`src/hw/core_defs.svh`:
```
// ----------------------------------------
// Widths and reset vector for the RV64 slice
// Register index width must cover REG_COUNT
// ----------------------------------------
`ifndef CORE_DEFS_SVH
`define CORE_DEFS_SVH

`define XLEN         64
`define ILEN         32
`define REG_COUNT    32
`define REG_IDX_W    5

// First fetch address out of reset
`define RESET_VECTOR 64'h0000_0000_8000_0000

`define CNT_W        64

`endif

```
`src/hw/reg_file.sv`:
```
// ----------------------------------------
// x0 is not stored and always reads zero
// ----------------------------------------
`timescale 1ns/1ps
`default_nettype none
`include "core_defs.svh"

module reg_file (
    input  wire                   clk,
    input  wire                   rst_n,
    input  wire [`REG_IDX_W-1:0]  rs1,
    input  wire [`REG_IDX_W-1:0]  rs2,
    input  wire [`REG_IDX_W-1:0]  rd,
    input  wire                   we,
    input  wire [`XLEN-1:0]       wdata,
    output logic [`XLEN-1:0]      rs1_val,
    output logic [`XLEN-1:0]      rs2_val
);

    logic [`XLEN-1:0] regs [1:`REG_COUNT-1];

    always_ff @(posedge clk or negedge rst_n) begin
        if (!rst_n) begin
            for (int i = 1; i < `REG_COUNT; i++) regs[i] <= '0;
        end else if (we && rd != '0) begin
            regs[rd] <= wdata;
        end
    end

    assign rs1_val = (rs1 == '0) ? '0 : regs[rs1];
    assign rs2_val = (rs2 == '0) ? '0 : regs[rs2];

endmodule

`default_nettype wire

```
`config.mk`:
```
export PLATFORM = sky130hd
export DESIGN_NAME = reg_file
export DESIGN_NICKNAME = d
export VERILOG_FILES = /design/src/hw/reg_file.sv
export VERILOG_INCLUDE_DIRS = /design/src /design/src/hw
export SDC_FILE = /design/constraint.sdc
export NUM_CORES = 2
export LEC_CHECK = 0
export BUFFER_PORTS_ARGS = -buffer_cell sky130_fd_sc_hd__buf_4
export CAP_MARGIN = 20
export CORE_UTILIZATION = 40
export CTS_BUF_LIST = sky130_fd_sc_hd__clkbuf_4 sky130_fd_sc_hd__clkbuf_8
export DETAILED_ROUTE_END_ITERATION = 8
export REMOVE_ABC_BUFFERS = 1
export SLEW_MARGIN = 20
export SYNTH_ARGS = -nofsm -noshare
export SYNTH_HDL_FRONTEND = slang
export SYNTH_SLANG_ARGS = --single-unit
```
`constraint.sdc`:
```
create_clock -name clk -period 2.3 [get_ports clk]
set_clock_uncertainty 0.1 [all_clocks]
set_input_delay 0.23 -clock clk [delete_from_list [all_inputs] [get_ports clk]]
set_output_delay 0.23 -clock clk [all_outputs]
set_load 0.02 [all_outputs]
```
==> results.ini <==
[outcome]
status=finished with violations
violations=DRC, setup timing

[layout]
top_register=regs
final_cells=12000
final_nets=8308
layout-drive-gt1-share_pct=57.8
top_regs=regs x1984
area_growth_pct=21.9
largest_reg_flops=1984

[timing]
slew_headroom_pct=36.5
timing.hold.ws_ps=97.1
setup_viol=128
timing.fmax_mhz=299
hold_viol=0
finalCritPeriodShare_pct=145
tns_ps=-96460
min_period_ps=3340
maxSlewViolCount=0
rsz0062_at_grt=true
setup_ws_ps=-1040
tightest_slew_ps=945

[route]
first_pass_iters=7
via_per_inst=6.09
final_antenna_net_count=0
drtIter0Drc=6514
vias=73200
drc=58
wl_per_cell_um=30.3
routed_wl_mm=364

[clock_tree]
clockBufferDepth=4
cts_tree=done
cts.clk_slew.worst_paths_ps=60
htreeDepth=5
clkLatencyLatePin_ps=1040
cts_root_buffer=clkbuf_8
cts.sinks=1984
cts_buffers=366

[floorplanning]
fp-row-count=189
chipWidth_um=518
core_area_mm2=0.265
pin_count=210
design.die.area_mm2=0.269
start_util_pct=40.2
chipHeight_um=518

[synth]
synth_commonest_cells=2178 x mux2_2, 1984 x dfrtp_1, 748 x mux4_2
synth_edf_count=0
synth_warnings=0
yosysMostFrequentCell=mux2_2
ys.flop_type=dfrtp_1
netlist_area_mm2=0.107
synth_top_area_share_pct=46.5
yosysSeqAreaShare_pct=46.5
async_flop_share_pct=100
ys_seq_elements=1984
syn_avg_cell_area_um2=14.3
yosysTopAreaCell=dfrtp_1
synth.top_cells.by_area=dfrtp_1 47%, mux2_2 23%, mux4_2 16%
syn-instance-count=7449
ys_types=44

[worst_hold_path]
whs_path_depth=3
hold_path.class=in2reg

[power]
leakage_uw=0.0574
p_per_area_mw_per_mm2=828
power.total_uw=108000
ir_drop_mv=0.645

[global_route]
grt_pass1_vias=76700
grt_use_total_pct=26.9
grt_max_degree=125
overflow=0
grt_first_pass_wirelength_mm=536
antenna_found_initial=22

[critical_path]
arrival_ps=3010
required_ps=1970
path_max_fanout=2
critPathLaunchType=register
endpoint_kind=output port
worstSetupPathType=reg2out
reg2reg_depth=3

[placement]
place_hpwl_mm=236
dp.cells=11200
portBuffers=209
globalplace.congestion=0.839
post-place-ws_ps=-705

[job]
max_cap_violations=0

-- cell type report --
class | count | area [um2]
flip-flops and latches | 1984 | 49600
fillers | 22600 | 135000
clock buffers | 560 | 7110
well taps | 3533 | 4420
inverters | 1 | 6.26
multi-input cells | 4662 | 54800
clock inverters | 50 | 480
diodes | 11 | 27.5
repair buffers | 1211 | 13600
-- power breakdown --
group          total, uW  leakage, uW  switching [uW]  internal, uW
Combinational      25000       0.0280           10100         14900
Sequential         47000       0.0254            5180         41800
Clock              35800      0.00405           15300         20400
-- layer usage --
layer / vias to the layer above / GRT usage, % / share of wire, %
met5: - / 0 / 0.015
met4: 8 / 10.3 / 3.9
met3: 764 / 4.08 / 6.0
met2: 2804 / 43.5 / 48
met1: 39500 / 36.4 / 42
li1: 30100 / - / -
-- path summary, 6_finish.rpt --
path / startpoint / end / slack, ps
worst max register to register: regs[300]$_DFFE_PN0P_ / regs[300]$_DFFE_PN0P_ / 1180
max in group asynchronous: rst_n / regs[1397]$_DFFE_PN0P_ / 700
min in group asynchronous: rst_n / regs[1645]$_DFFE_PN0P_ / 230
worst min-delay path: wdata[62] / regs[1342]$_DFFE_PN0P_ / 100
worst min register to register: regs[631]$_DFFE_PN0P_ / regs[631]$_DFFE_PN0P_ / 420
worst max-delay path: regs[813]$_DFFE_PN0P_ / rs2_val[45] / -1040
-- repair_timing --
| item | 4_1_cts | 5_1_grt |
|---|---|---|
| pin swaps | 115 | 93 |
| hold buffers | 87 | 1 |
| endpoints found under the hold margin | 3968 | 172 |
| setup buffers | 69 | 26 |
| setup endpoints to repair | 128 | 206 |
| gates cloned | 0 | 0 |
| resized for setup | 279 | 103 |
-- placed cells by master, fill, tap and decap left out, drive strengths merged, types with 11 or more instances in the layout --
cell / netlist / routed
mux2: 2185 / 2185
dfrtp: 1984 / 1984
buf: 356 / 1126
mux4: 748 / 748
clkbuf: 446 / 562
mux2i: 458 / 458
nand2: 254 / 254
a21oi: 121 / 121
nor2b: 121 / 121
a221oi: 120 / 120
nor2: 105 / 105
o21ai: 105 / 105
nor3: 88 / 88
dlygate4sd3: 0 / 83
o211ai: 79 / 79
a22oi: 75 / 75
a31oi: 68 / 68
clkinv: 0 / 34
nand3: 19 / 19
o32a: 18 / 18
or3: 16 / 16
o221ai: 15 / 15
diode: 0 / 11
-- logic make-up after synthesis --
kind of cell	synth area share, %
buffers and inverters	3.37
AO/OA/AOI/OAI	4.21
flip-flops	46.5
AND/OR/NAND/NOR	2.69
multiplexers	43.2
-- critical path, stage by stage (launching register included) --
cell	delay, ps
dfrtp_1	380
mux4_2	530
mux2_4	290
o211ai_1	240
o21ai_1	140
buf_4	180
buf_6	130
-- metrics by stage --
stage | area, um2 | util, %
2_1_floorplan | 103000 | -
3_3_place_gp | 120000 | 45.1
3_5_place_dp | 120000 | 45.1
4_1_cts | 129000 | 48.8
5_1_grt | 130000 | 49.1
6_report | 130000 | 49.1
Note: power is estimated with default switching activity, not from simulation.
