File: config.mk
export PLATFORM = sky130hd
export DESIGN_NAME = instr_decoder
export DESIGN_NICKNAME = d
export VERILOG_FILES = /design/src/hw/isa_pkg.sv /design/src/hw/core_pkg.sv /design/src/hw/instr_decoder.sv
export VERILOG_INCLUDE_DIRS = /design/src /design/src/hw
export SDC_FILE = /design/constraint.sdc
export NUM_CORES = 1
export LEC_CHECK = 0
export BUFFER_PORTS_ARGS = -buffer_cell sky130_fd_sc_hd__buf_2
export CAP_MARGIN = 20
export CORE_UTILIZATION = 34
export DETAILED_ROUTE_END_ITERATION = 7
export PLACE_DENSITY = 0.91
export REMOVE_ABC_BUFFERS = 1
export SYNTH_ARGS = -nofsm -noshare
export SYNTH_HDL_FRONTEND = slang
export SYNTH_SLANG_ARGS = --single-unit
File: constraint.sdc
create_clock -name vclk -period 3
set_input_delay 0.15 -clock vclk [all_inputs]
set_output_delay 0.15 -clock vclk [all_outputs]
set_load 0.02 [all_outputs]
File: src/hw/core_defs.svh
// ----------------------------------------
// Widths and reset vector for the RV64 slice
// Register index width must cover REG_COUNT
// ----------------------------------------
`ifndef CORE_DEFS_SVH
`define CORE_DEFS_SVH

`define XLEN         64
`define ILEN         32
`define REG_COUNT    32
`define REG_IDX_W    5

// First fetch address out of reset
`define RESET_VECTOR 64'h0000_0000_8000_0000

`define CNT_W        64

`endif

File: src/hw/isa_pkg.sv
// ----------------------------------------
// RV64 encodings for the supported subset
// Only 32-bit formats, no compressed forms
// ----------------------------------------
`default_nettype none

package isa_pkg;

    typedef enum logic [6:0] {
        OP_LUI    = 7'b0110111,
        OP_IMM    = 7'b0010011,
        OP_REG    = 7'b0110011,
        OP_BRANCH = 7'b1100011,
        OP_JAL    = 7'b1101111
    } opcode_t;

    typedef enum logic [2:0] {
        F3_BEQ  = 3'b000,
        F3_BNE  = 3'b001,
        F3_BLT  = 3'b100,
        F3_BGE  = 3'b101,
        F3_BLTU = 3'b110,
        F3_BGEU = 3'b111
    } branch_funct3_t;

    typedef enum logic [2:0] {
        F3_ADD_SUB = 3'b000,
        F3_SLL     = 3'b001,
        F3_SLT     = 3'b010
    } alu_funct3_t;

    // ----------------------------------------
    // Instruction format views
    // ----------------------------------------
    typedef struct packed {
        logic [6:0] funct7;
        logic [4:0] rs2;
        logic [4:0] rs1;
        logic [2:0] funct3;
        logic [4:0] rd;
        logic [6:0] opcode;
    } r_type_t;

    typedef struct packed {
        logic [11:0] imm;
        logic [4:0]  rs1;
        logic [2:0]  funct3;
        logic [4:0]  rd;
        logic [6:0]  opcode;
    } i_type_t;

    typedef struct packed {
        logic       imm_12;
        logic [5:0] imm_10_5;
        logic [4:0] rs2;
        logic [4:0] rs1;
        logic [2:0] funct3;
        logic [3:0] imm_4_1;
        logic       imm_11;
        logic [6:0] opcode;
    } b_type_t;

    typedef struct packed {
        logic [19:0] imm;       // Bits 31:12 of the result
        logic [4:0]  rd;
        logic [6:0]  opcode;
    } u_type_t;

    typedef struct packed {
        logic       imm_20;
        logic [9:0] imm_10_1;
        logic       imm_11;
        logic [7:0] imm_19_12;
        logic [4:0] rd;
        logic [6:0] opcode;
    } j_type_t;

    typedef union packed {
        r_type_t r;
        i_type_t i;
        b_type_t b;
        u_type_t u;
        j_type_t j;
    } instr_word_t;

endpackage

`default_nettype wire

File: src/hw/core_pkg.sv
// ----------------------------------------
// Internal encodings of the multicycle core
// ----------------------------------------
`default_nettype none

package core_pkg;

    typedef enum logic [1:0] {
        ALU_ADD,
        ALU_SUB,
        ALU_SLL,
        ALU_SLT
    } alu_op_t;

    // One instruction in flight, no pipelining
    typedef enum logic [1:0] {
        ST_FETCH,
        ST_RELEASE,
        ST_EXECUTE
    } ctrl_state_t;

endpackage

`default_nettype wire

File: src/hw/instr_decoder.sv
// ----------------------------------------
// Unknown opcodes and funct3 decode as a no-op
// LUI reads x0 so the ALU passes the immediate
// ----------------------------------------
`timescale 1ns/1ps
`default_nettype none
`include "core_defs.svh"

module instr_decoder (
    input  wire isa_pkg::instr_word_t    instr,
    output logic [`REG_IDX_W-1:0]        rs1,
    output logic [`REG_IDX_W-1:0]        rs2,
    output logic [`REG_IDX_W-1:0]        rd,
    output logic [`XLEN-1:0]             imm,
    output core_pkg::alu_op_t            alu_op,
    output logic                         use_imm,
    output logic                         rd_we_dec,
    output logic                         is_branch,
    output logic                         is_jal,
    output isa_pkg::branch_funct3_t      branch_funct3
);

    logic [`XLEN-1:0] imm_i, imm_b, imm_u, imm_j;
    logic             writes;   // Supported op with a destination

    // Same word, different slicing per format
    assign imm_i = {{(`XLEN-12){instr.i.imm[11]}}, instr.i.imm};
    assign imm_b = {{(`XLEN-13){instr.b.imm_12}}, instr.b.imm_12, instr.b.imm_11,
                    instr.b.imm_10_5, instr.b.imm_4_1, 1'b0};
    assign imm_u = {{(`XLEN-32){instr.u.imm[19]}}, instr.u.imm, 12'b0};
    assign imm_j = {{(`XLEN-21){instr.j.imm_20}}, instr.j.imm_20, instr.j.imm_19_12,
                    instr.j.imm_11, instr.j.imm_10_1, 1'b0};

    assign rs2           = instr.r.rs2;
    assign rd            = instr.r.rd;
    assign branch_funct3 = isa_pkg::branch_funct3_t'(instr.b.funct3);
    assign rd_we_dec     = writes && (rd != '0);

    always_comb begin
        rs1       = instr.r.rs1;
        imm       = imm_i;
        alu_op    = core_pkg::ALU_ADD;
        use_imm   = 1'b0;
        writes    = 1'b0;
        is_branch = 1'b0;
        is_jal    = 1'b0;
        case (instr.r.opcode)
            isa_pkg::OP_LUI: begin
                rs1     = '0;
                imm     = imm_u;
                use_imm = 1'b1;
                writes  = 1'b1;
            end
            isa_pkg::OP_IMM, isa_pkg::OP_REG: begin
                use_imm = (instr.r.opcode == isa_pkg::OP_IMM);
                writes  = 1'b1;
                case (instr.r.funct3)
                    isa_pkg::F3_ADD_SUB: begin
                        // funct7 bit 5 is part of the immediate on OP_IMM
                        if (!use_imm && instr.r.funct7[5]) alu_op = core_pkg::ALU_SUB;
                    end
                    isa_pkg::F3_SLL: alu_op = core_pkg::ALU_SLL;
                    isa_pkg::F3_SLT: alu_op = core_pkg::ALU_SLT;
                    default:         writes = 1'b0;
                endcase
            end
            isa_pkg::OP_BRANCH: begin
                imm       = imm_b;
                is_branch = (instr.b.funct3[2:1] != 2'b01);   // 010 and 011 are reserved
            end
            isa_pkg::OP_JAL: begin
                imm    = imm_j;
                is_jal = 1'b1;
                writes = 1'b1;
            end
            default: ;
        endcase
    end

endmodule

`default_nettype wire

==> run metrics <==
outcome=completed; number of sequential cells in the layout=0; Worst Max-Slew Pin Slew=0.798 ns; data required time of the worst path=2.85 ns; number of placement rows=17; maximum number of pins on one net before global-route repair=35; Synth Warn #=0; min Tclk post-route=1.86 ns; Worst Hold Class=in2out; cells along the critical path=buf_2 -> or3b_4 -> nor2_2 -> nor2b_1 -> a21o_1 -> buf_2; hold buffers post-CTS=0; GR Util met3=0.893%; sequential fraction of the synthesis area=0%; ANT nets after route=0; tightest slew margin relative to the limit=between 40% and 50%; most frequent standard cell in the layout excluding fill and tap cells=sky130_fd_sc_hd__buf_2; HP Start=instr[9]; Synth Instances=about 120; endpoint kind of the worst setup timing path=output pin; maximum clock rate=~540 MHz; first-pass iteration count of the detailed router=4; clock buffer instance count of the final layout=0; CP Launch Type=input pin; antenna violations before repair=0; layout cell share with drive strength beyond 1=approximately 68%; Filler Cell Count=roughly 240; Leakage Power=between 0.7 and 0.8 nW; number of port buffers=120; met2 routing resource usage after global routing=a little over a third; mapped cell area=811 µm²; end-of-flow core utilization=approximately 50%; terminating pin of the worst hold path=rd[2]; vias in the first global route=around 800; wire length reported by the detailed router=approximately 2600 µm; final hold violation count=0; antenna diode count=0; initial core utilization=between 30% and 40%; number of distinct library cells after synthesis=24; average vias per placed instance=approximately 4.6; DIE AREA=about 2600 µm²; Worst path max stage delay=between 0.4 and 0.5 ns; Critical Path Slowest Stage Cell=sky130_fd_sc_hd__or3b_4; Register Area=0 µm²; worst supply voltage drop on vdd=~0.12 mV; WP data arrival=~1.7 ns; grt met1 use=between 20% and 30%; last weighted congestion value of the routability-driven placer=around 0.84; placed wire-length estimate after detailed placement=2240 µm; Die X=slightly above 50 µm; Worst Hold Path Cells=2; overflow left after global routing=0; setup repair after global routing missed its margin=no; synth-to-layout area growth=37.2%; final worst path period share=62.1%; area of the multi-input gates=around 440 µm²; Routed WL per cell=~12 µm; routed via count=between 1000 and 1500; crit path max fanout=12; final slew viol count=0; Die Height=50.8 µm; total of endpoints with negative setup slack in the final report=0; top-level I/O count=120; total negative setup slack=0 ns; number of instances resized during post-cts repair=0; First DRT Iteration DRCs=24; GRT Resource Usage Total=a little under a fifth; net total in the final layout=about 220; core region area=roughly 2200 µm²; post-CTS setup buffer count=0; synthesized area per cell=about 7 µm²; Residual DRC=0; category of the critical setup timing path=in2out; global route hottest layer=met2; Max-Cap Viols=0; power density of the placed cells=191 nW/µm²; commonest non-fill, non-tap cells in the layout=sky130_fd_sc_hd__buf_2 (120), sky130_fd_sc_hd__a21o_1 (20), sky130_fd_sc_hd__nor2b_1 (13); global-route wire length before repair=about 3800 µm; most numerous cell on the critical path=sky130_fd_sc_hd__buf_2
## worst max-delay path, delay by kind of cell
family / cells / cell delay [ns]
and+or+nand+nor: 3 / 1.06
buffers and inverters: 2 / 0.28
AOI/OAI and AO/OA: 1 / 0.23
## Yosys cell counts, drive strengths merged
master / n / area, µm²
nor3b: 1 / 7.51
a21o: 20 / 150
nor3: 2 / 10.0
or4: 2 / 18.8
nand3: 1 / 5.00
xor2: 1 / 8.76
nor2b: 13 / 81.3
xnor2: 1 / 8.76
nor4: 1 / 12.5
a21oi: 3 / 15.0
nor2: 6 / 25.0
or3b: 1 / 11.3
nand2: 2 / 7.51
clkbuf: 5 / 18.8
o22a: 1 / 8.76
a22o: 5 / 43.8
nand3b: 1 / 7.51
a2111oi: 1 / 8.76
nand4: 1 / 6.26
nand2b: 1 / 6.26
buf: 46 / 345
inv: 1 / 3.75
## cells by family after synthesis
family	synth area share [%]
xor+xnor	2.16
compound gates	27.9
simple gates	24.5
buf+inv	45.4
## per-stage QoR
| step | worst slack [ns] | total power [mW] | std cells | instance area [µm²] | hold WS [ns] |
|---|---|---|---|---|---|
| 2_1_floorplan | 1.21 | 0.0720 | 65 | 447 | 0.300 |
| 3_3_place_gp | 1.20 | 0.211 | 217 | 1110 | 0.554 |
| 3_5_place_dp | 1.15 | 0.212 | 217 | 1110 | 0.553 |
| 4_1_cts | 1.14 | 0.213 | 217 | 1110 | 0.554 |
| 5_1_grt | 1.02 | 0.226 | 217 | 1110 | 0.564 |
| 6_report | 1.14 | 0.212 | 217 | 1110 | 0.558 |
## worst max path at each step
stage	start	endpoint	slack (ns)
floorplan	instr[6]	imm[20]	1.21
finish	instr[6]	imm[21]	1.14
global route	instr[6]	imm[21]	1.02
global placement	instr[6]	rd_we_dec	1.20
CTS	instr[6]	imm[21]	1.14
detailed placement	instr[6]	imm[21]	1.15
## metal layers
metal / wire length (µm) / vias to the layer above
met5: 0 / -
met4: 82 / 0
met3: 141 / 6
met2: 1420 / 52
met1: 959 / 452
li1: - / 496
## final cells by class
class,instances,share of cell area (%)
timing repair buffer,124,56.7
tap,28,3.15
inverter,1,0.337
multi-input combinational,64,39.8
## power breakdown
| part | switching, mW | internal [mW] | total [mW] | leakage, nW |
|---|---|---|---|---|
| Clock | 0 | 0 | 0 | 0 |
| Combinational | 0.136 | 0.0763 | 0.212 | 0.754 |
| Sequential | 0 | 0 | 0 | 0 |
| Total | 0.136 | 0.0763 | 0.212 | 0.754 |
No activity file was read; power rests on OpenSTA's default activity.
