`src/hw/core_defs.svh`:
```
// ----------------------------------------
// Widths and reset vector for the RV64 slice
// Register index width must cover REG_COUNT
// ----------------------------------------
`ifndef CORE_DEFS_SVH
`define CORE_DEFS_SVH

`define XLEN         64
`define ILEN         32
`define REG_COUNT    32
`define REG_IDX_W    5

// First fetch address out of reset
`define RESET_VECTOR 64'h0000_0000_8000_0000

`define CNT_W        64

`endif

```
`src/hw/perf_counters.sv`:
```
// ----------------------------------------
// Free-running counters, wrap without saturation
// ----------------------------------------
`timescale 1ns/1ps
`default_nettype none
`include "core_defs.svh"

module perf_counters (
    input  wire               clk,
    input  wire               rst_n,
    input  wire               retire_strobe,
    input  wire               branch_strobe,
    input  wire               mispredict_strobe,
    output logic [`CNT_W-1:0] cycles,
    output logic [`CNT_W-1:0] inst_retired,
    output logic [`CNT_W-1:0] branches,
    output logic [`CNT_W-1:0] branch_mispredicts
);

    always_ff @(posedge clk or negedge rst_n) begin
        if (!rst_n) begin
            cycles             <= '0;
            inst_retired       <= '0;
            branches           <= '0;
            branch_mispredicts <= '0;
        end else begin
            cycles <= cycles + 1'b1;
            if (retire_strobe)     inst_retired       <= inst_retired + 1'b1;
            if (branch_strobe)     branches           <= branches + 1'b1;
            if (mispredict_strobe) branch_mispredicts <= branch_mispredicts + 1'b1;
        end
    end

endmodule

`default_nettype wire

```
`config.mk`:
```
export PLATFORM = sky130hd
export DESIGN_NAME = perf_counters
export DESIGN_NICKNAME = d
export VERILOG_FILES = /design/src/hw/perf_counters.sv
export VERILOG_INCLUDE_DIRS = /design/src /design/src/hw
export SDC_FILE = /design/constraint.sdc
export NUM_CORES = 1
export LEC_CHECK = 0
export BUFFER_PORTS_ARGS = -buffer_cell sky130_fd_sc_hd__buf_2
export CORE_MARGIN = 8
export CORE_UTILIZATION = 55
export DETAILED_ROUTE_END_ITERATION = 10
export PLACE_DENSITY = 0.8
export SETUP_SLACK_MARGIN = 0.2
export SYNTH_ARGS = -nofsm -noshare
export SYNTH_HDL_FRONTEND = slang
export SYNTH_SLANG_ARGS = --single-unit
export TNS_END_PERCENT = 50
```
`constraint.sdc`:
```
create_clock -name clk -period 5.65 [get_ports clk]
set_clock_uncertainty 0.05 [all_clocks]
set_input_delay 0.565 -clock clk [delete_from_list [all_inputs] [get_ports clk]]
set_output_delay 0.565 -clock clk [all_outputs]
set_load 0.005 [all_outputs]
```
==> metrics.txt, run 1 <==
run status=finished clean; Clock Tree Buf Depth=3; Clock transition at path regs=~0.06 ns; Synthesized Nets=about 1100; P_leak=about 7.4 nW; # IOs=roughly 260; sequential area share after synthesis=54.2%; synthesized area per cell=~11 um2; I/O Buffers=between 200 and 300; first-pass GRT wire length=slightly below 50000 um; xor and xnor fraction of the mapped netlist area=18.6%; Data arrival, critical path=~2.9 ns; crit path max-delay cell type=nand4_1; Compound-Gate Fraction of Synth Area=0%; Num CTS Buffers=28; layout cell share with drive strength beyond 1=roughly a quarter; CTS H-Tree Depth=1; Sw Pwr=0.000965 W; Die Ht=~160 um; actual slew at the worst max-slew pin=roughly 1 ns; total number of vias=just over 9000; initial antenna violation count=0; Tightest Hold Check Type=primary input to asynchronous set/reset pin; final worst path period share=between 40% and 50%; worst path cell trace=ha_1 -> nand4_1 -> nor3_1 -> buf_4 -> nand4_1 -> nor4_1 -> xor2_1; Post-Syn Area=about 12000 um2; Tmin final=between 2 and 3 ns; Finish-stage setup viols=0; GR peak layer=met2; CTS root buf=clkbuf_16; RSZ-0062 raised after global routing=no; library cells used by synthesis=37; WL final=roughly 30000 um; pre-CTS WS=~3.1 ns; Yosys top cell by area=dfrtp_1; antenna-violating nets left=0; Net Sw Frac=around a quarter; CP Max Fanout=14; Fmax achieved=0.393 GHz; Mapped Cells=1080; Critical Path Max Stage Delay=0.54 ns; area delta synth->final=21.6%; M1 GR Usage=about 29%; GRT Total Usage=between 20% and 30%; number of global-route vias before repair=9179; GR Util met2=around a third; met3 Use GR=about 5.4%; Post-CTS Setup Inserts=0; multiplexer area fraction after synthesis=less than 1%; Die Area=about 26000 um2; Final Max Slew Viols=0; Top delay family on crit path=simple AND/OR/NAND/NOR gates; Iter 0 DRT Violations=approximately 640; TritonCTS clock tree=yes; grt ovf=0; Internal=around 0.0032 W; hold violation count in the final report=0; combinational share of power=between 6 and 7%; Max-cap violations=0; site row count=53; hold-fix buffers at CTS=0; post-synth top area share=between 50% and 60%; largest net degree at the start of global routing=about 140; area of the core=21100 um2; post-DP HPWL=between 20000 and 25000 um; Setup WS post-layout=3.10 ns; worst skew pair latency=about 0.53 ns; YS warnings=0; Initial Util=~56%; Die W=163 um; Synth area leaders=dfrtp_1 54%, xnor2_1 10%, xor2_1 8.4%; FILL cells=~1600; clock sink total=256; # diodes=0; data required time at the worst endpoint=~6.0 ns; Post-Synth Adder-Cell Area=less than 1%; Pwr per Cell Area=between 200 and 300 nW/um2; drc violations=0; Reg power frac=about half; Layout Nets=between 1000 and 1500; startpoint types=flip-flop; TNS Setup=0 ns; simple-gate portion of the synthesized area=about a quarter; Synth Register Bits=around 260; Placer Congestion=roughly 0.84; CTS resizes=0; Vias/cell=approximately 5.6; WL per Instance=roughly 18 um; maximum VDD drop=between 0.2 and 0.3 mV; drt pass-1 iters=6; CP most frequent cell=nand4_1; crit path buf inv count=1; crit end category=flip-flop; Rel. slew slack=between 30% and 40%; clock power share=between 40 and 50%; largest family of logic cells by synthesized area=simple AND/OR/NAND/NOR gates; crit path kind=flip-flop to flip-flop
flip-flops by register name (all words and copies together), names as in the netlist:
name	count
branch_mispredicts	64
inst_retired	64
cycles	64
branches	64
cell usage after synthesis:
library cell  instances
dfrtp_1             256
xnor2_1             137
xor2_1              114
nand2_1              91
nand3_1              91
nand4_1              77
nor2_1               63
nor3_1               57
nor4_1               37
inv_1                31
and3_1               28
and4_1               24
clkbuf_1              9
and2_1                8
nand4_2               6
nor4_4                5
or3_1                 5
buf_2                 4
ha_1                  4
nand2b_1              4
or2_2                 4
mux2_2                3
nand4_4               3
nor3_2                3
buf_6                 2
nor4_2                2
nor4b_1               2
and2_0                1
and4_2                1
buf_1                 1
nand4b_1              1
nor2_2                1
nor3b_1               1
or2_1                 1
or3_4                 1
or3b_2                1
or4b_4                1
through the flow:
step / power [W] / utilization (%) / cell area [um2] / std cells / hold WS [ns]
6_report: 0.00415 / 68.2 / 14400 / 1651 / 0.0339
5_1_grt: 0.00431 / 68.2 / 14400 / 1651 / 0.0989
4_1_cts: 0.00419 / 68.2 / 14400 / 1651 / 0.0827
3_5_place_dp: 0.00231 / 63.7 / 13400 / 1601 / 0.417
3_3_place_gp: 0.00230 / 63.7 / 13400 / 1601 / 0.407
2_1_floorplan: 0.00216 / - / 11800 / 1080 / 0.219
layout make-up:
cell class              instances  area, um2  area share [%]
repair buffers                262       1340            9.31
well taps                     275        344            2.39
flip-flops and latches        256       6410            44.5
inverters                      31        116           0.809
clock buffers                  43        838            5.83
clock inverters                 7        110           0.766
multi-input cells             777       5230            36.3
power groups by stage:
stage               Sequential (W)  Clock, W  Combinational (W)
floorplan                  0.00204         0           0.000122
global placement           0.00204         0           0.000263
detailed placement         0.00204         0           0.000271
CTS                        0.00201   0.00190           0.000273
global route               0.00202   0.00199           0.000300
finish                     0.00201   0.00187           0.000265
logic make-up after synthesis:
kind of cell	Yosys count
XOR/XNOR	251
multiplexers	3
AND/OR/NAND/NOR	519
flip-flops	256
adder cells (fa/ha/maj)	4
buffers and inverters	47
layout by cell type, fill, tap and decap left out, types with 4 or more instances in the layout:
cell and instances:
and2_1 8, and3_1 28, and4_1 24, buf_2 259, clkbuf_1 8, clkbuf_16 29
clkbuf_8 6, clkinv_2 4, dfrtp_1 256, ha_1 4, inv_1 31, nand2_1 91
nand2b_1 4, nand3_1 91, nand4_1 77, nand4_2 6, nor2_1 63, nor3_1 57
nor4_1 37, nor4_4 5, or2_2 4, or3_1 5, xnor2_1 137, xor2_1 114
per-layer routing:
metal  routed length (um)  share of wire, %  up-vias
met5                    0                 0        -
met4                  852               2.9        0
met3                 2200               7.5       52
met2                13800                47      309
met1                12600                43     4532
li1                     -                 -     4336
path summary, 6_finish.rpt:
kind,from,cells past startpoint,slack (ns),end
worst max-delay path,cycles[0]$_DFF_PN0_,7,3.10,cycles[46]$_DFF_PN0_
worst min-delay path,rst_n,1,0.03,cycles[48]$_DFF_PN0_
worst max register to register,cycles[0]$_DFF_PN0_,7,3.10,cycles[46]$_DFF_PN0_
worst min register to register,branch_mispredicts[63]$_DFFE_PN0P_,1,0.42,branch_mispredicts[63]$_DFFE_PN0P_
max in group asynchronous,rst_n,2,4.28,branches[12]$_DFFE_PN0P_
min in group clk,mispredict_strobe,2,0.23,branch_mispredicts[0]$_DFFE_PN0P_
Note: power is estimated with default switching activity, not from simulation.
==> run 2: changes to the inputs <==
ABC_AREA = 1   (was unset)
PLACE_DENSITY = 0.78   (was 0.8)
clock period = 2.4 ns   (was 5.65 ns; I/O delays follow)
==> run 2 against run 1 <==
Against the previous run: total power rose by 150%; setup slack lost 2.8 ns; count of clock-buffer cells in the layout grew 5; critical path type unchanged; critical endpoint is now branch_mispredicts[52]$_DFFE_PN0P_; highest routed layer unchanged.
==> metrics.txt, run 2 <==
run status=finished clean; Yosys top cell by area=dfrtp_1; Post-DP Area=16600 um2; DR top layer=met4; r2r setup slk=between 0.3 and 0.4 ns; # IOs=261; Num CTS Buffers=30; Max-cap violations=0; Mapped Cells=just over 2000; Iter 0 DRT Violations=between 1000 and 1500; drt pass-1 iters=6; TritonCTS clock tree=yes; met2 WL post-DR=20700 um; # diodes=0; number of synthesized flops with an enable pin=0; grt ovf=0; Die W=180 um; CTS root buf=clkbuf_16; Clock Tree Buf Depth=3; Rel. slew slack=slightly below 60%; Post-synth top flop=dfrtp_1; hold violation count in the final report=0; initial antenna violation count=0; site row count=60; R2R Path Start=branch_mispredicts[0]$_DFFE_PN0P_; largest net degree at the start of global routing=67; Reg2Reg Capture Point=branch_mispredicts[52]$_DFFE_PN0P_; drc violations=0; Layout Nets=between 2000 and 2500; Vias/cell=5.40; fin area=about 18000 um2; Setup WS post-layout=around 0.3 ns; Tightest Hold Check Type=primary input to asynchronous set/reset pin; most numerous cell in the Yosys netlist=nand2_1; final core utilization=between 60% and 70%; most frequent cells after synthesis=592 x nand2_1, 358 x nor2_1, 256 x dfrtp_1; met1 WL=around 20000 um; WL final=45700 um; Synth Register Bits=between 200 and 300; data required time at the worst endpoint=~2.8 ns; number of global-route vias before repair=14100; crit path kind=flip-flop to flip-flop; Synthesized Nets=just over 2000; Synth area leaders=dfrtp_1 43%, nand2_1 15%, nor2_1 9.1%; GRT Total Usage=approximately 28%; Data arrival, critical path=~2.5 ns; fraction of registers with async set/reset=100%; Die Area=roughly 32000 um2; final worst path period share=between 80% and 90%; Final Max Slew Viols=0; crit end category=flip-flop; first-pass GRT wire length=~74000 um; Met3 Routed Length=3630 um; TNS Setup=0 ns; layout cell share with drive strength beyond 1=between 10% and 20%; worst skew pair latency=about 0.55 ns; WL per Instance=around 17 um; library cells used by synthesis=28; antenna-violating nets left=0; Fmax achieved=0.478 GHz; post-DP HPWL=~36000 um; post-synth top area share=between 40 and 50%; maximum VDD drop=0.630 mV; sequential area share after synthesis=43.3%; I/O Buffers=260; RSZ-0062 raised after global routing=yes; Clock transition at path regs=roughly 0.060 ns; area of the core=~27000 um2; Post-Syn Area=14800 um2; worst reg-to-reg path cell count=8; CTS H-Tree Depth=1; YS warnings=0; Pwr per Cell Area=just under 600 nW/um2; Placer Congestion=slightly above 1; P_leak=about 8.6 nW; total number of vias=14500; Total Power=between 0.01 and 0.015 W; synthesized area per cell=about 7.3 um2; clock sink total=between 200 and 300; Initial Util=a little under three fifths; startpoint types=flip-flop; Tmin final=2.09 ns; most frequent cells in the layout=592 x nand2_1, 357 x nor2_1, 259 x buf_2; Die Ht=180 um; area delta synth->final=19.5%; most common cell after layout, fill and taps aside=nand2_1; actual slew at the worst max-slew pin=roughly 0.61 ns; CP Max Fanout=5; pre-CTS WS=roughly 0.35 ns; Finish-stage setup viols=0
run 2: cell types whose count changed in the layout (fill, tap and decap cells not counted), moves of 12 or more:
cell	change
nand2_1	+501
nor2_1	+294
inv_1	+223
xnor2_1	-55
nand3_1	+39
nor4_1	-34
and3_1	-28
and4_1	-24
nor2_2	+20
o21ai_0	+12
run 2: cell type report:
class                   instances  area [um2]
fillers                      2345        8980
multi-input cells            1503        7400
flip-flops and latches        256        6410
repair buffers                271        1440
clock inverters                 7        88.8
inverters                     257         965
well taps                     341         427
clock buffers                  48         940
run 2: through the flow:
step           hold slack (ns)  instances
6_report                 0.132       2683
5_1_grt                  0.167       2683
4_1_cts                  0.130       2683
3_5_place_dp             0.121       2624
3_3_place_gp             0.119       2624
2_1_floorplan           -0.106       2019
run 2: cells by family after synthesis:
logic type,after synthesis,share of synthesized area [%]
adders and majority gates,4,0.339
and+or+nand+nor,1298,38.2
DFF,256,43.3
xor gates and xnor gates,186,11.0
AOI/OAI and AO/OA,15,0.525
buffers and inverters,260,6.63
run 2: worst max-delay path: stages (launching register included):
cell and delay (ns):
dfrtp_1 0.42, ha_1 0.21, nand3_1 0.13, nor2_2 0.19
nand2_1 0.14, nor2_1 0.21, nand3_1 0.26, nor2_1 0.20
xor2_1 0.18
run 2: where the power goes:
| part | internal (W) | total [W] | leakage [nW] | switching [W] |
|---|---|---|---|---|
| Combinational | 0.000322 | 0.000854 | 4.67 | 0.000533 |
| Clock | 0.00287 | 0.00471 | 0.511 | 0.00183 |
| Sequential | 0.00449 | 0.00472 | 3.39 | 0.000229 |
run 2: layer usage:
layer	global-route usage, %	vias up
met1	37.6	6830
met5	0	-
met3	5.04	102
met4	8.97	0
li1	-	6923
met2	44.2	622
run 2: timing repair:
item                                   CTS  global route
endpoints found under the hold margin  226             0
hold buffers                             4             0
gates resized for setup                  0             1
setup buffers                            0             0
setup endpoints to repair                0             3
run 2: worst max path at each step:
stage                                           start                                  to  slack [ns]  depth (start not counted)
CTS                 branch_mispredicts[0]$_DFFE_PN0P_  branch_mispredicts[52]$_DFFE_PN0P_        0.32                          8
global placement    branch_mispredicts[0]$_DFFE_PN0P_  branch_mispredicts[60]$_DFFE_PN0P_        0.42                          8
finish              branch_mispredicts[0]$_DFFE_PN0P_  branch_mispredicts[52]$_DFFE_PN0P_        0.31                          8
floorplan           branch_mispredicts[0]$_DFFE_PN0P_  branch_mispredicts[44]$_DFFE_PN0P_        0.73                          8
detailed placement  branch_mispredicts[0]$_DFFE_PN0P_  branch_mispredicts[52]$_DFFE_PN0P_        0.35                          8
global route        branch_mispredicts[0]$_DFFE_PN0P_  branch_mispredicts[52]$_DFFE_PN0P_        0.19                          8
==> run 3: changes to the inputs <==
ABC_AREA = unset   (was 1)
PLACE_DENSITY = 0.8   (was 0.78)
==> run 3 against run 2 <==
Against the previous run: die area fell by 18%; core utilization up 3.2 points; sequential share of layout area rose by 7.5 points.
==> metrics.txt, run 3 (synthesis results as in run 1) <==
clock power share=a little over two fifths; Tmin final=around 2.1 ns; I/O Buffers=260; r2r setup slk=0.28 ns; Net Sw Frac=a little under a quarter; pre-CTS WS=0.243 ns; Die Area=between 20000 and 30000 um2; area delta synth->final=23.8%; Placer Congestion=between 0.8 and 0.9; Initial Util=between 50% and 60%; Max-cap violations=0; Fin Hold WS=roughly 0.27 ns; layout cell share with drive strength beyond 1=about a quarter; Final Max Slew Viols=0; Iter 0 DRT Violations=roughly 520; worst path cell trace=nand4_1 -> nor3_4 -> nand4_2 -> nor4_1 -> xor2_1; grt ovf=0; Pwr per Cell Area=654 nW/um2; startpoint types=flip-flop; area of the core=21100 um2; fin area=around 15000 um2; CTS root buf=clkbuf_16; final worst path period share=88.3%; post-DP HPWL=between 20000 and 25000 um; worst reg-to-reg path cell count=5; Reg2Reg Capture Point=inst_retired[45]$_DFFE_PN0P_; WL final=approximately 30000 um; GRT Total Usage=between 20% and 30%; data required time at the worst endpoint=around 2.8 ns; actual slew at the worst max-slew pin=between 0.6 and 0.7 ns; Top delay family on crit path=simple AND/OR/NAND/NOR gates; number of global-route vias before repair=9764; hold violation count in the final report=0; first-pass GRT wire length=between 50000 and 60000 um; Fmax achieved=0.472 GHz; TNS Setup=0 ns; Reg power frac=between 40% and 50%; # IOs=261; Sw Pwr=0.00227 W; clock sink total=about 260; Finish-stage setup viols=0; crit path kind=flip-flop to flip-flop; CP Max Fanout=9; R2R Path Start=inst_retired[4]$_DFFE_PN0P_; worst skew pair latency=between 0.5 and 0.6 ns; Data arrival, critical path=between 2 and 3 ns; maximum VDD drop=just under 0.6 mV; Layout Nets=around 1400; Internal=approximately 0.0073 W; most frequent cells in the layout=259 x buf_2, 253 x dfrtp_1, 137 x xnor2_1; drc violations=0; Clock transition at path regs=about 0.06 ns; antenna-violating nets left=0; crit path max-delay cell type=dfrtp_1; Setup WS post-layout=0.281 ns; Rel. slew slack=55.8%; CTS H-Tree Depth=1; TritonCTS clock tree=yes; Clock Tree Buf Depth=3; Die W=approximately 160 um; site row count=53; initial antenna violation count=0; Tightest Hold Check Type=primary input to asynchronous set/reset pin; Die Ht=roughly 160 um; # diodes=0; Critical Path Max Stage Delay=~0.43 ns; most common cell after layout, fill and taps aside=buf_2; Post-DP Area=13700 um2; total number of vias=9460; WL per Instance=18.0 um; drt pass-1 iters=5; combinational share of power=under 10%; P_leak=about 7.6 nW; largest net degree at the start of global routing=86; Num CTS Buffers=28; RSZ-0062 raised after global routing=yes; crit end category=flip-flop; run status=finished clean; Vias/cell=between 5 and 6; crit path buf inv count=0
[run 3: cell count changes in the layout (fill, tap and decap cells not counted), moves of 33 or more]
cell,previous run,this run
xnor2_1,82,137
inv_1,254,31
nor2_1,357,63
nor4_1,3,36
nand3_1,130,90
nand2_1,592,91
[run 3: layer usage]
metal | global-route usage [%] | share of wire, %
met5 | 0 | 0
met4 | 7.21 | 2.5
met3 | 5.23 | 7.4
met2 | 36.6 | 48
met1 | 30.1 | 43
[run 3: area by class of cell]
| type | count | area, um2 |
|---|---|---|
| fill | 1558 | 6440 |
| clock buffer | 42 | 845 |
| tap | 275 | 344 |
| clock inverter | 7 | 62.6 |
| inverter | 31 | 116 |
| multi-input combinational | 777 | 5260 |
| timing repair buffer | 294 | 1610 |
| sequential | 256 | 6410 |
[run 3: timing repair]
| item | in CTS | in global routing |
|---|---|---|
| pin swaps | 0 | 1 |
| endpoints found under the hold margin | 85 | 0 |
| hold buffers | 4 | 0 |
| buffers inserted | 0 | 2 |
| endpoints found under the setup margin | 1 | 28 |
| gates resized for setup | 1 | 8 |
[run 3: how the worst max path moves through the flow]
stage                     cells after the start  slack, ns                                  to                              start
after floorplan                               6       0.44  branch_mispredicts[58]$_DFFE_PN0P_  branch_mispredicts[0]$_DFFE_PN0P_
after global placement                        6       0.35            branches[58]$_DFFE_PN0P_           branches[14]$_DFFE_PN0P_
after detailed placement                      5       0.24        inst_retired[61]$_DFFE_PN0P_        inst_retired[4]$_DFFE_PN0P_
after CTS                                     6       0.26            branches[58]$_DFFE_PN0P_           branches[17]$_DFFE_PN0P_
after global routing                          5       0.14        inst_retired[45]$_DFFE_PN0P_        inst_retired[4]$_DFFE_PN0P_
final                                         5       0.28        inst_retired[45]$_DFFE_PN0P_        inst_retired[4]$_DFFE_PN0P_
[run 3: power by group through the flow]
stage / logic [W] / clock network (W) / registers (W)
2_1_floorplan: 0.000287 / 0 / 0.00479
3_3_place_gp: 0.000643 / 0 / 0.00479
3_5_place_dp: 0.000659 / 0 / 0.00481
4_1_cts: 0.000673 / 0.00425 / 0.00473
5_1_grt: 0.000743 / 0.00443 / 0.00477
6_report: 0.000655 / 0.00419 / 0.00473
[run 3: stage by stage]
step,power [W],utilization (%),instances
3_3_place_gp,0.00543,64.7,1627
2_1_floorplan,0.00508,-,1080
4_1_cts,0.00965,69.3,1680
5_1_grt,0.00994,69.5,1682
6_report,0.00958,69.5,1682
3_5_place_dp,0.00546,64.7,1627
