## src/hw/core_defs.svh

```systemverilog
// ----------------------------------------
// Widths and reset vector for the RV64 slice
// Register index width must cover REG_COUNT
// ----------------------------------------
`ifndef CORE_DEFS_SVH
`define CORE_DEFS_SVH

`define XLEN         64
`define ILEN         32
`define REG_COUNT    32
`define REG_IDX_W    5

// First fetch address out of reset
`define RESET_VECTOR 64'h0000_0000_8000_0000

`define CNT_W        64

`endif

```

## src/hw/isa_pkg.sv

```systemverilog
// ----------------------------------------
// RV64 encodings for the supported subset
// Only 32-bit formats, no compressed forms
// ----------------------------------------
`default_nettype none

package isa_pkg;

    typedef enum logic [6:0] {
        OP_LUI    = 7'b0110111,
        OP_IMM    = 7'b0010011,
        OP_REG    = 7'b0110011,
        OP_BRANCH = 7'b1100011,
        OP_JAL    = 7'b1101111
    } opcode_t;

    typedef enum logic [2:0] {
        F3_BEQ  = 3'b000,
        F3_BNE  = 3'b001,
        F3_BLT  = 3'b100,
        F3_BGE  = 3'b101,
        F3_BLTU = 3'b110,
        F3_BGEU = 3'b111
    } branch_funct3_t;

    typedef enum logic [2:0] {
        F3_ADD_SUB = 3'b000,
        F3_SLL     = 3'b001,
        F3_SLT     = 3'b010
    } alu_funct3_t;

    // ----------------------------------------
    // Instruction format views
    // ----------------------------------------
    typedef struct packed {
        logic [6:0] funct7;
        logic [4:0] rs2;
        logic [4:0] rs1;
        logic [2:0] funct3;
        logic [4:0] rd;
        logic [6:0] opcode;
    } r_type_t;

    typedef struct packed {
        logic [11:0] imm;
        logic [4:0]  rs1;
        logic [2:0]  funct3;
        logic [4:0]  rd;
        logic [6:0]  opcode;
    } i_type_t;

    typedef struct packed {
        logic       imm_12;
        logic [5:0] imm_10_5;
        logic [4:0] rs2;
        logic [4:0] rs1;
        logic [2:0] funct3;
        logic [3:0] imm_4_1;
        logic       imm_11;
        logic [6:0] opcode;
    } b_type_t;

    typedef struct packed {
        logic [19:0] imm;       // Bits 31:12 of the result
        logic [4:0]  rd;
        logic [6:0]  opcode;
    } u_type_t;

    typedef struct packed {
        logic       imm_20;
        logic [9:0] imm_10_1;
        logic       imm_11;
        logic [7:0] imm_19_12;
        logic [4:0] rd;
        logic [6:0] opcode;
    } j_type_t;

    typedef union packed {
        r_type_t r;
        i_type_t i;
        b_type_t b;
        u_type_t u;
        j_type_t j;
    } instr_word_t;

endpackage

`default_nettype wire

```

## src/hw/core_pkg.sv

```systemverilog
// ----------------------------------------
// Internal encodings of the multicycle core
// ----------------------------------------
`default_nettype none

package core_pkg;

    typedef enum logic [1:0] {
        ALU_ADD,
        ALU_SUB,
        ALU_SLL,
        ALU_SLT
    } alu_op_t;

    // One instruction in flight, no pipelining
    typedef enum logic [1:0] {
        ST_FETCH,
        ST_RELEASE,
        ST_EXECUTE
    } ctrl_state_t;

endpackage

`default_nettype wire

```

## src/hw/core_ctrl.sv

```systemverilog
// ----------------------------------------
// Four-phase fetch, then one execute cycle
// Memory may stall any phase indefinitely
// ----------------------------------------
`timescale 1ns/1ps
`default_nettype none
`include "core_defs.svh"

module core_ctrl (
    input  wire                    clk,
    input  wire                    rst_n,
    input  wire                    imem_ack,
    input  wire [`ILEN-1:0]        imem_data,
    input  wire [`XLEN-1:0]        next_pc,
    input  wire                    rd_we_dec,
    input  wire                    is_branch,
    input  wire                    is_jal,
    input  wire                    redirect,
    input  wire [`REG_IDX_W-1:0]   rd,
    input  wire [`XLEN-1:0]        wb_data,
    output logic                   imem_req,
    output logic [`XLEN-1:0]       imem_addr,
    output isa_pkg::instr_word_t   instr,
    output logic [`XLEN-1:0]       pc,
    output logic                   wb_en,
    output logic                   retire_valid,
    output logic [`XLEN-1:0]       retire_pc,
    output logic [`REG_IDX_W-1:0]  retire_rd,
    output logic                   retire_we,
    output logic [`XLEN-1:0]       retire_data,
    output logic                   branch_strobe,
    output logic                   mispredict_strobe
);

    core_pkg::ctrl_state_t state;
    logic                  executing;

    assign executing = (state == core_pkg::ST_EXECUTE);
    assign wb_en     = executing && rd_we_dec;
    assign imem_addr = pc;

    // ----------------------------------------
    // Handshake and sequencing
    // ----------------------------------------
    always_ff @(posedge clk or negedge rst_n) begin
        if (!rst_n) begin
            state             <= core_pkg::ST_FETCH;
            imem_req          <= 1'b0;
            pc                <= `RESET_VECTOR;
            retire_valid      <= 1'b0;
            retire_we         <= 1'b0;
            branch_strobe     <= 1'b0;
            mispredict_strobe <= 1'b0;
        end else begin
            retire_valid      <= 1'b0;   // Pulses only
            branch_strobe     <= 1'b0;
            mispredict_strobe <= 1'b0;
            case (state)
                core_pkg::ST_FETCH: begin
                    if (imem_req && imem_ack) begin
                        imem_req <= 1'b0;
                        state    <= core_pkg::ST_RELEASE;
                    end else begin
                        imem_req <= 1'b1;   // First request after reset
                    end
                end
                core_pkg::ST_RELEASE: begin
                    if (!imem_ack) state <= core_pkg::ST_EXECUTE;
                end
                core_pkg::ST_EXECUTE: begin
                    pc                <= next_pc;
                    retire_valid      <= 1'b1;
                    retire_we         <= wb_en;
                    branch_strobe     <= is_branch || is_jal;
                    mispredict_strobe <= redirect;
                    imem_req          <= 1'b1;   // Ack already seen low
                    state             <= core_pkg::ST_FETCH;
                end
                default: state <= core_pkg::ST_FETCH;
            endcase
        end
    end

    // Instruction and retire payload
    always_ff @(posedge clk) begin
        if (state == core_pkg::ST_FETCH && imem_req && imem_ack) instr <= imem_data;
        if (executing) begin
            retire_pc   <= pc;
            retire_rd   <= rd;
            retire_data <= wb_data;
        end
    end

endmodule

`default_nettype wire

```

## config.mk

```make
export PLATFORM = sky130hd
export DESIGN_NAME = core_ctrl
export DESIGN_NICKNAME = d
export VERILOG_FILES = /design/src/hw/isa_pkg.sv /design/src/hw/core_pkg.sv /design/src/hw/core_ctrl.sv
export VERILOG_INCLUDE_DIRS = /design/src /design/src/hw
export SDC_FILE = /design/constraint.sdc
export NUM_CORES = 1
export LEC_CHECK = 0
export BUFFER_PORTS_ARGS = -buffer_cell sky130_fd_sc_hd__buf_2
export CORE_AREA = 2 2 182 184
export CTS_BUF_LIST = sky130_fd_sc_hd__clkbuf_4 sky130_fd_sc_hd__clkbuf_8
export CTS_CLUSTER_DIAMETER = 150
export DETAILED_ROUTE_END_ITERATION = 8
export DIE_AREA = 0 0 184 186
export PLACE_DENSITY_LB_ADDON = 0.2
export SYNTH_ARGS = -nofsm -noshare
export SYNTH_HDL_FRONTEND = slang
export SYNTH_SLANG_ARGS = --single-unit
```

## constraint.sdc

```tcl
create_clock -name clk -period 4.1 [get_ports clk]
set_input_delay 0.41 -clock clk [delete_from_list [all_inputs] [get_ports clk]]
set_output_delay 0.41 -clock clk [all_outputs]
set_load 0.03 [all_outputs]
```

==> results of run 1 <==
[area by class of cell]
cell class,count,share of cell area
Timing Repair Buffer,527,0.245
Inverter,3,0.00136
Sequential cell,236,0.562
Multi-Input combinational cell,75,0.0723
Clock buffer,66,0.0670
Tap cell,408,0.0426
Antenna cell,1,0.000209
Clock inverter,11,0.00930
[routing by layer]
| layer | up-vias | share of wire | track usage |
|---|---|---|---|
| met5 | - | 0 | 0 |
| met4 | 0 | 0.025 | 0.0467 |
| met3 | 41 | 0.10 | 0.0481 |
| met2 | 310 | 0.50 | 0.208 |
| met1 | 2457 | 0.38 | 0.133 |
| li1 | 2359 | - | - |
[Yosys cell counts]
cell type / count
dfstp_2: 1
and2_1: 2
buf_4: 64
inv_1: 3
a21oi_1: 1
buf_2: 4
buf_6: 4
nor2_1: 3
and4bb_2: 1
dfrtp_1: 70
nand2b_4: 1
edfxtp_1: 165
mux2_2: 48
nor3b_1: 2
mux2_4: 17
[path summary, 6_finish.rpt]
| check | startpoint | endpoint | slack, ps | cells past startpoint |
|---|---|---|---|---|
| min in group clk | wb_data[13] | retire_data[13] | 50 | 1 |
| hold / removal | rst_n | branch_strobe | 40 | 1 |
| max in group asynchronous | rst_n | imem_addr[24] | 3420 | 1 |
| setup / recovery | state[0] | wb_en | 1830 | 4 |
| setup reg to reg | state[0] | retire_data[61] | 1900 | 3 |
| hold reg to reg | imem_addr[43] | retire_pc[43] | 480 | 0 |
[cell families after synthesis]
family          Yosys count
flops                   236
simple gates              9
compound gates            1
buf+inv                  75
mux                      65
[flip-flops by register name, indices dropped and copies added, names as in the netlist]
signal and flops:
retire_rd 5, branch_strobe 1, imem_addr 64, instr 32, state 2, retire_valid 1
retire_pc 64, retire_data 64, mispredict_strobe 1, retire_we 1, imem_req 1
[through the flow]
step / setup WS (ps) / util / cell area [um^2]
3_5_place_dp: 1830 / 0.326 / 10500
4_1_cts: 1740 / 0.372 / 12000
3_3_place_gp: 1880 / 0.326 / 10500
2_1_floorplan: 114 / - / 8160
5_1_grt: 1670 / 0.372 / 12000
6_report: 1830 / 0.372 / 12000
[power breakdown]
| group | total, W | internal [W] | leakage [nW] | switching (W) |
|---|---|---|---|---|
| clock | 0.00233 | 0.00137 | 0.474 | 0.000960 |
| combinational | 0.00292 | 0.000878 | 2.51 | 0.00204 |
| sequential | 0.00354 | 0.00314 | 2.35 | 0.000396 |
[worst max-delay path: stages (launching register included)]
cell	delay (ps)
dfrtp_1	400
nand2b_4	440
inv_1	130
and2_1	180
buf_2	170
[timing repair]
| item | CTS | global route |
|---|---|---|
| gates resized for setup | 0 | 0 |
| endpoints found under the hold margin | 55 | 0 |
| hold buffers | 55 | 0 |
==> results.toml, run 1 <==
[global_routing]
antenna_found_initial = 1
overflow = 0
grt_pass1_wl_mm = 31.0
grt_max_degree = 76
grt_use_total = 0.121
grt_pass1_vias = 5224

[die]
die_y_um = 186
die_x_um = 184
io_pins = 471
die_area_um2 = 34200
rows = 66
initial_core_util = 0.253
core-area_um2 = 32200

[synthesis]
synthMuxAreaShare = 0.0976
ys.warnings.count = 0
synthXorXnorAreaFrac = 0
synth_compound_area_frac = 0.000614
syn_avg_cell_area_um2 = 21.1
synthAdderAreaFrac = 0
synth_nets = 558
synth_top_family_by_area = "multiplexers"
yosysUniqueCellTypes = 15
synth_area_um2 = 8160
synth_seq_cells = 236
yosys.area.top_type = "edfxtp_1"
ys_seq_area_frac = 0.826
yosys.area_share.simple = 0.00798
yosys-top-cells-area = "edfxtp_1, dfrtp_1, mux2_2"
netlist.area_leader.share = 0.608
synth_cells = 386

[sta]
finalCriticalPeriod_ps = 2270
setup_tns_ps = 0
grt_setup_unrepaired = "no"
worst_slew_pin_slew_ps = 981
timing.final.max_slew_violations = 0
max_freq_ghz = 0.441
hold_viol = 0
fin_hold_ws_ps = 43.8
finClkSkew_ps = 11.2
post-route-period-util = 0.553
relSlewSlack = 0.346
setup_viol = 0

[cells_and_area]
final_common_cell = "buf_2"
multiInputGateArea_um2 = 866
n_fill_cell = 3142
layout.nets = 1057
final_cell_mix = "buf_2, edfxtp_1, dfrtp_1"
syn2layout_area_growth_pct = 46.8
layout.cells.non_filler = 1327
drive_gt1_frac = 0.669
seqCellArea_um2 = 6730

[pwr]
power_density_nw_per_um2 = 734
peakVddDrop_mv = 0.463
leakage_nw = 5.33
p_total_w = 0.00879

[critical_path]
startpoint_type = "flip-flop"
cp_max_fo = 26
end_kind = "output port"
path_class = "flip-flop to output port"
critPathArrivalTime_ps = 1860
required_ps = 3690

[detailed_routing]
wl_mm = 22.1
vias = 5167
drt-pass1-iter-count = 4
route.detailed.drc = 0
wl_per_cell_um = 16.7
vias_per_cell = 3.89
drt_iter0_markers = 116
ant_nets = 0

[clock_network]
clock_latency_ps = 530
clkTransAtPathRegs_ps = 60
clock_path_buffers = 3
cts_setup_buffers = 0
cts_tree = "yes"
htree_levels = 2
cts.sinks = 236
cts-root-buf = "clkbuf_8"
numCtsBuffers = 42

[placed_design]
place_inst = 1194
portBuffers = 470
gp_congestion = 0.758
detailed_place_hpwl_mm = 15.3

[min_path]
min_path_type = "input port to async pin"

[flow_run]
maxCapViolations = 0

[status]
status = "completed"
No activity file was read; power rests on OpenSTA's default activity.
==> run 2, diff against run 1 <==
--- a/config.mk
+++ b/config.mk
@@ -6,6 +6,7 @@
 export SDC_FILE = /design/constraint.sdc
 export NUM_CORES = 1
 export LEC_CHECK = 0
+export ABC_AREA = 1
 export BUFFER_PORTS_ARGS = -buffer_cell sky130_fd_sc_hd__buf_2
 export CORE_AREA = 2 2 182 184
 export CTS_BUF_LIST = sky130_fd_sc_hd__clkbuf_4 sky130_fd_sc_hd__clkbuf_8
==> constraint.sdc (replaced) <==
create_clock -name clk -period 1.9 [get_ports clk]
set_input_delay 0.19 -clock clk [delete_from_list [all_inputs] [get_ports clk]]
set_output_delay 0.19 -clock clk [all_outputs]
set_load 0.03 [all_outputs]
==> run 2 against run 1 <==
Design area increased by 11%. Wire length rose by 17%. Non-clock buffer count up 127. Hold slack improved by 98 ps. Synthesized cell count is 37% higher. Clock power up 120%. Setup slack got worse by 1700 ps. Total power up 110%. Register-to-register slack lost 1500 ps. Cell count up 20%. Via count rose by 21%.
==> results.toml, run 2 <==
[global_routing]
grt_use_total = 0.136
grt_pass1_vias = 6216
top_usage_layer = "met2"
grt_max_degree = 71
overflow = 0
grt_pass1_wl_mm = 35.6
grt_use_met2 = 0.243
met1_usage = 0.160
met3_usage = 0.0321
antenna_found_initial = 0

[cells_and_area]
final_util = 0.412
diodes = 0
final_common_cell = "buf_2"
final_area_um2 = 13300
syn2layout_area_growth_pct = 63.9
drive_gt1_frac = 0.476
layout.nets = 1320
final_cell_mix = "buf_2, nand2_1, dlygate4sd3_1"

[placed_design]
portBuffers = 470
placed_area_um2 = 10600
pre_cts_slack_ps = 444
detailed_place_hpwl_mm = 17.4
gp_congestion = 0.726

[clock_network]
cts_setup_buffers = 0
cts-root-buf = "clkbuf_8"
numCtsBuffers = 43
clkTransAtPathRegs_ps = 60
htree_levels = 2
cts_tree = "yes"
cts.sinks = 236
clock_latency_ps = 530
clock_path_buffers = 3

[die]
initial_core_util = 0.252
die_y_um = 186
die_area_um2 = 34200
die_x_um = 184
io_pins = 471
rows = 66
core-area_um2 = 32200

[critical_path]
required_ps = 1710
critPathArrivalTime_ps = 1610
r2r_slack_ps = 400
path_class = "flip-flop to output port"
startpoint_type = "flip-flop"
reg2regPathDepth = 4
r2r-end = "retire_pc[48]"
rr_startpoint = "state[0]"
end_kind = "output port"
cp_max_fo = 18

[sta]
timing.final.max_slew_violations = 0
post-route-period-util = 0.947
fin_hold_ws_ps = 142
setup_viol = 0
relSlewSlack = 0.705
max_freq_ghz = 0.556
finalCriticalPeriod_ps = 1800
finClkSkew_ps = 14.0
hold_viol = 0
worst_slew_pin_slew_ps = 442
setup_slack_ps = 100

[pwr]
swShare = 0.387
p_total_w = 0.0186
pwr-share-comb = 0.319
peakVddDrop_mv = 0.789
power_frac_clock = 0.275
intPower_w = 0.0114
power.switching_w = 0.00720
leakage_nw = 6.24
seqPwrFrac = 0.406
power_density_nw_per_um2 = 1400

[synthesis]
synth_seq_cells = 236
netlist.area_leader.share = 0.611
yosys-top-cells-count = "nand2_1, edfxtp_1, buf_4, dfrtp_1, nor2_1"
syn_avg_cell_area_um2 = 15.4
yosysUniqueCellTypes = 13
synth_ff_type = "edfxtp_1"
async_flop_share = 0.301
yosysMostFrequentCell = "nand2_1"
synth_cells = 527
synth_nets = 699
synth_area_um2 = 8100
yosys-top-cells-area = "edfxtp_1, dfrtp_1, nand2_1"
synth-edff-count = 165
ys.warnings.count = 0
ys_seq_area_frac = 0.831
yosys.area.top_type = "edfxtp_1"

[min_path]
min_path_type = "input port to async pin"

[status]
status = "completed"

[detailed_routing]
wl_per_cell_um = 16.3
route.detailed.drc = 0
ant_nets = 0
drt-pass1-iter-count = 4
vias = 6246
drt_iter0_markers = 194
vias_per_cell = 3.93
wl_mm = 25.8

[flow_run]
maxCapViolations = 0
## run 2: changes by cell type after synthesis, moves of 2 or more
cell	change
mux2_4	-17
nor2_1	+6
inv_2	+2
and2_1	-2
nand2_1	+195
buf_6	-4
mux2_2	-48
nor3b_1	-2
buf_4	+6
clkbuf_1	+4
## run 2: what timing repair did
action,4_1_cts,5_1_grt
hold endpoints to repair,197,0
gates resized for setup,0,2
setup endpoints to repair,0,1
hold buffers,171,0
## run 2: layout make-up
type,instances,area [um^2]
Clock buffer,66,790
Fill cell,3071,18900
Tap cell,408,510
Clock inverter,12,129
Inverter,6,26.3
Sequential cell,236,6730
Timing Repair Buffer,654,4300
Multi-Input combinational cell,207,795
## run 2: cell families (layout without fill, tap and decap cells)
family,Yosys count,after routing,share of synthesized area
flops,236,236,0.831
simple gates,206,206,0.0965
buf+inv,84,738,0.0720
compound gates,1,1,0.000617
## run 2: stage by stage
| step | cells | TNS, ps |
|---|---|---|
| finish | 1589 | 0 |
| floorplan | 527 | -143290 |
| CTS | 1587 | 0 |
| detailed placement | 1338 | 0 |
| global route | 1589 | -1.94 |
| global placement | 1338 | 0 |
## run 2: power by group through the flow
stage          clock (W)  combinational [W]  sequential [W]
6_report         0.00511            0.00594         0.00754
5_1_grt          0.00556            0.00629         0.00769
4_1_cts          0.00530            0.00596         0.00758
3_5_place_dp           0            0.00567         0.00766
3_3_place_gp           0            0.00566         0.00764
2_1_floorplan          0            0.00278         0.00917
## run 2: metal layers
layer / vias to the layer above / wire length [um]
met5: - / 0
met4: 0 / 571
met3: 39 / 1790
met2: 290 / 13300
met1: 2960 / 10200
li1: 2957 / -
## run 2: critical path: stages, from the launching register on
cell and delay (ps):
dfrtp_1 380, inv_2 100, nand2_4 120, buf_16 190, nor2_1 90, clkbuf_4 190
## run 2: how the worst max path moves through the flow
stage                   from             end  depth (start not counted)
floorplan           state[1]  retire_data[0]                          3
global placement    state[0]   imem_addr[27]                          7
detailed placement  state[0]   retire_pc[54]                          4
CTS                 state[0]           wb_en                          5
global route        state[0]           wb_en                          5
finish              state[0]           wb_en                          5
==> run 3, diff against run 2 <==
==> constraint.sdc (replaced) <==
create_clock -name clk -period 1.9 [get_ports clk]
set_input_delay 0.095 -clock clk [delete_from_list [all_inputs] [get_ports clk]]
set_output_delay 0.095 -clock clk [all_outputs]
set_load 0.03 [all_outputs]
==> run 3 against run 2 <==
Critical endpoint unchanged. Design area down 1.1%. Cell count fell by 0.31%. Sequential share of layout area is 0.57 points higher. Clock power fell by 9.2%. Critical path depth unchanged. Clock skew rose by 7.6 ps. Wire length down 1.2%. Sequential power hardly changed. Register-to-register slack better by 110 ps.
==> results.toml, run 3 (synthesis gave the netlist of run 2 again) <==
[sta]
setup_viol = 0
finalCriticalPeriod_ps = 1730
setup_tns_ps = 0
finClkSkew_ps = 21.5
post-route-period-util = 0.911
worst_slew_pin_slew_ps = 455
fin_hold_ws_ps = 60.1
relSlewSlack = 0.697
timing.final.max_slew_violations = 0
grt_setup_unrepaired = "no"
hold_viol = 0
max_freq_ghz = 0.578

[critical_path]
path_class = "flip-flop to output port"
startpoint_type = "flip-flop"
crit_family = "buffers and inverters"
reg2regPathDepth = 4
required_ps = 1800
cp_max_fo = 46
crit_chain = "inv_2 > nand2_4 > buf_12 > nor2_1 > clkbuf_4"
critPathArrivalTime_ps = 1640
end_kind = "output port"
cp_slowest_stage_delay_ps = 390
crit_cells = 5
slowest_stage = "dfrtp_1"
path_buf_inv = 3

[detailed_routing]
wl_per_cell_um = 16.1
drt-pass1-iter-count = 4
drt_iter0_markers = 144
route.detailed.drc = 0
vias = 6202
ant_nets = 0
vias_per_cell = 3.92
wl_mm = 25.5

[clock_network]
numCtsBuffers = 42
cts_setup_buffers = 0
clkTransAtPathRegs_ps = 60
clock_latency_ps = 550
clock_path_buffers = 3
cts.sinks = 236
cts_tree = "yes"
htree_levels = 2
cts-root-buf = "clkbuf_8"

[global_routing]
grt_pass1_wl_mm = 35.9
grt_pass1_vias = 6205
grt_use_total = 0.139
grt_max_degree = 66
antenna_found_initial = 0
overflow = 0

[cells_and_area]
diodes = 0
layout.nets = 1317
final_cell_mix = "buf_2, nand2_1, dlygate4sd3_1"
final_common_cell = "buf_2"
drive_gt1_frac = 0.473
syn2layout_area_growth_pct = 62.0

[flow_run]
maxCapViolations = 0

[die]
initial_core_util = 0.252
die_y_um = 186
die_x_um = 184
die_area_um2 = 34200
io_pins = 471
rows = 66
core-area_um2 = 32200

[pwr]
leakage_nw = 6.15
power_density_nw_per_um2 = 1380
peakVddDrop_mv = 0.712

[status]
status = "completed"

[placed_design]
detailed_place_hpwl_mm = 17.2
portBuffers = 470
gp_congestion = 0.738

[min_path]
min_path_type = "input port to async pin"
-- run 3: what timing repair did --
| item | CTS | global route |
|---|---|---|
| setup endpoints to repair | 1 | 1 |
| hold buffers | 171 | 0 |
| endpoints found under the hold margin | 240 | 0 |
| resized for setup | 1 | 4 |
-- run 3: layer usage --
layer  global-route usage  share of wire  vias to the layer above
li1                     -              -                     2936
met1                0.158           0.40                     2950
met2                0.250           0.51                      286
met3               0.0409          0.077                       30
met4               0.0426          0.017                        0
met5                    0              0                        -
-- run 3: where the power goes --
| group | total (W) | leakage (nW) | switching, W | internal (W) |
|---|---|---|---|---|
| registers | 0.00751 | 2.40 | 0.000834 | 0.00667 |
| clock network | 0.00464 | 0.436 | 0.00205 | 0.00259 |
| logic | 0.00592 | 3.32 | 0.00427 | 0.00166 |
| total | 0.0181 | 6.15 | 0.00715 | 0.0109 |
-- run 3: path summary, 6_finish.rpt --
kind	from	end	slack, ps
setup / recovery	state[0]	wb_en	170
hold / removal	rst_n	imem_addr[7]	60
setup reg to reg	state[0]	retire_data[16]	510
hold reg to reg	imem_addr[9]	retire_pc[9]	500
max in group asynchronous	rst_n	imem_addr[31]	1250
min in group clk	imem_data[21]	instr[21]	250
-- run 3: per-stage QoR --
stage | util | power, W | area, um^2 | cells | setup WS [ps]
floorplan | - | 0.0119 | 8120 | 527 | -1080
global route | 0.408 | 0.0190 | 13100 | 1584 | 32.3
CTS | 0.407 | 0.0184 | 13100 | 1584 | 34.1
global placement | 0.328 | 0.0133 | 10600 | 1338 | 491
detailed placement | 0.328 | 0.0133 | 10600 | 1338 | 500
finish | 0.408 | 0.0181 | 13100 | 1584 | 169
-- run 3: area by class of cell --
class / instances / area [um^2]
clock inverters: 10 / 51.3
clock buffers: 65 / 776
multi-input cells: 207 / 795
inverters: 6 / 26.3
well taps: 408 / 510
fillers: 3069 / 19100
repair buffers: 652 / 4240
flip-flops and latches: 236 / 6730
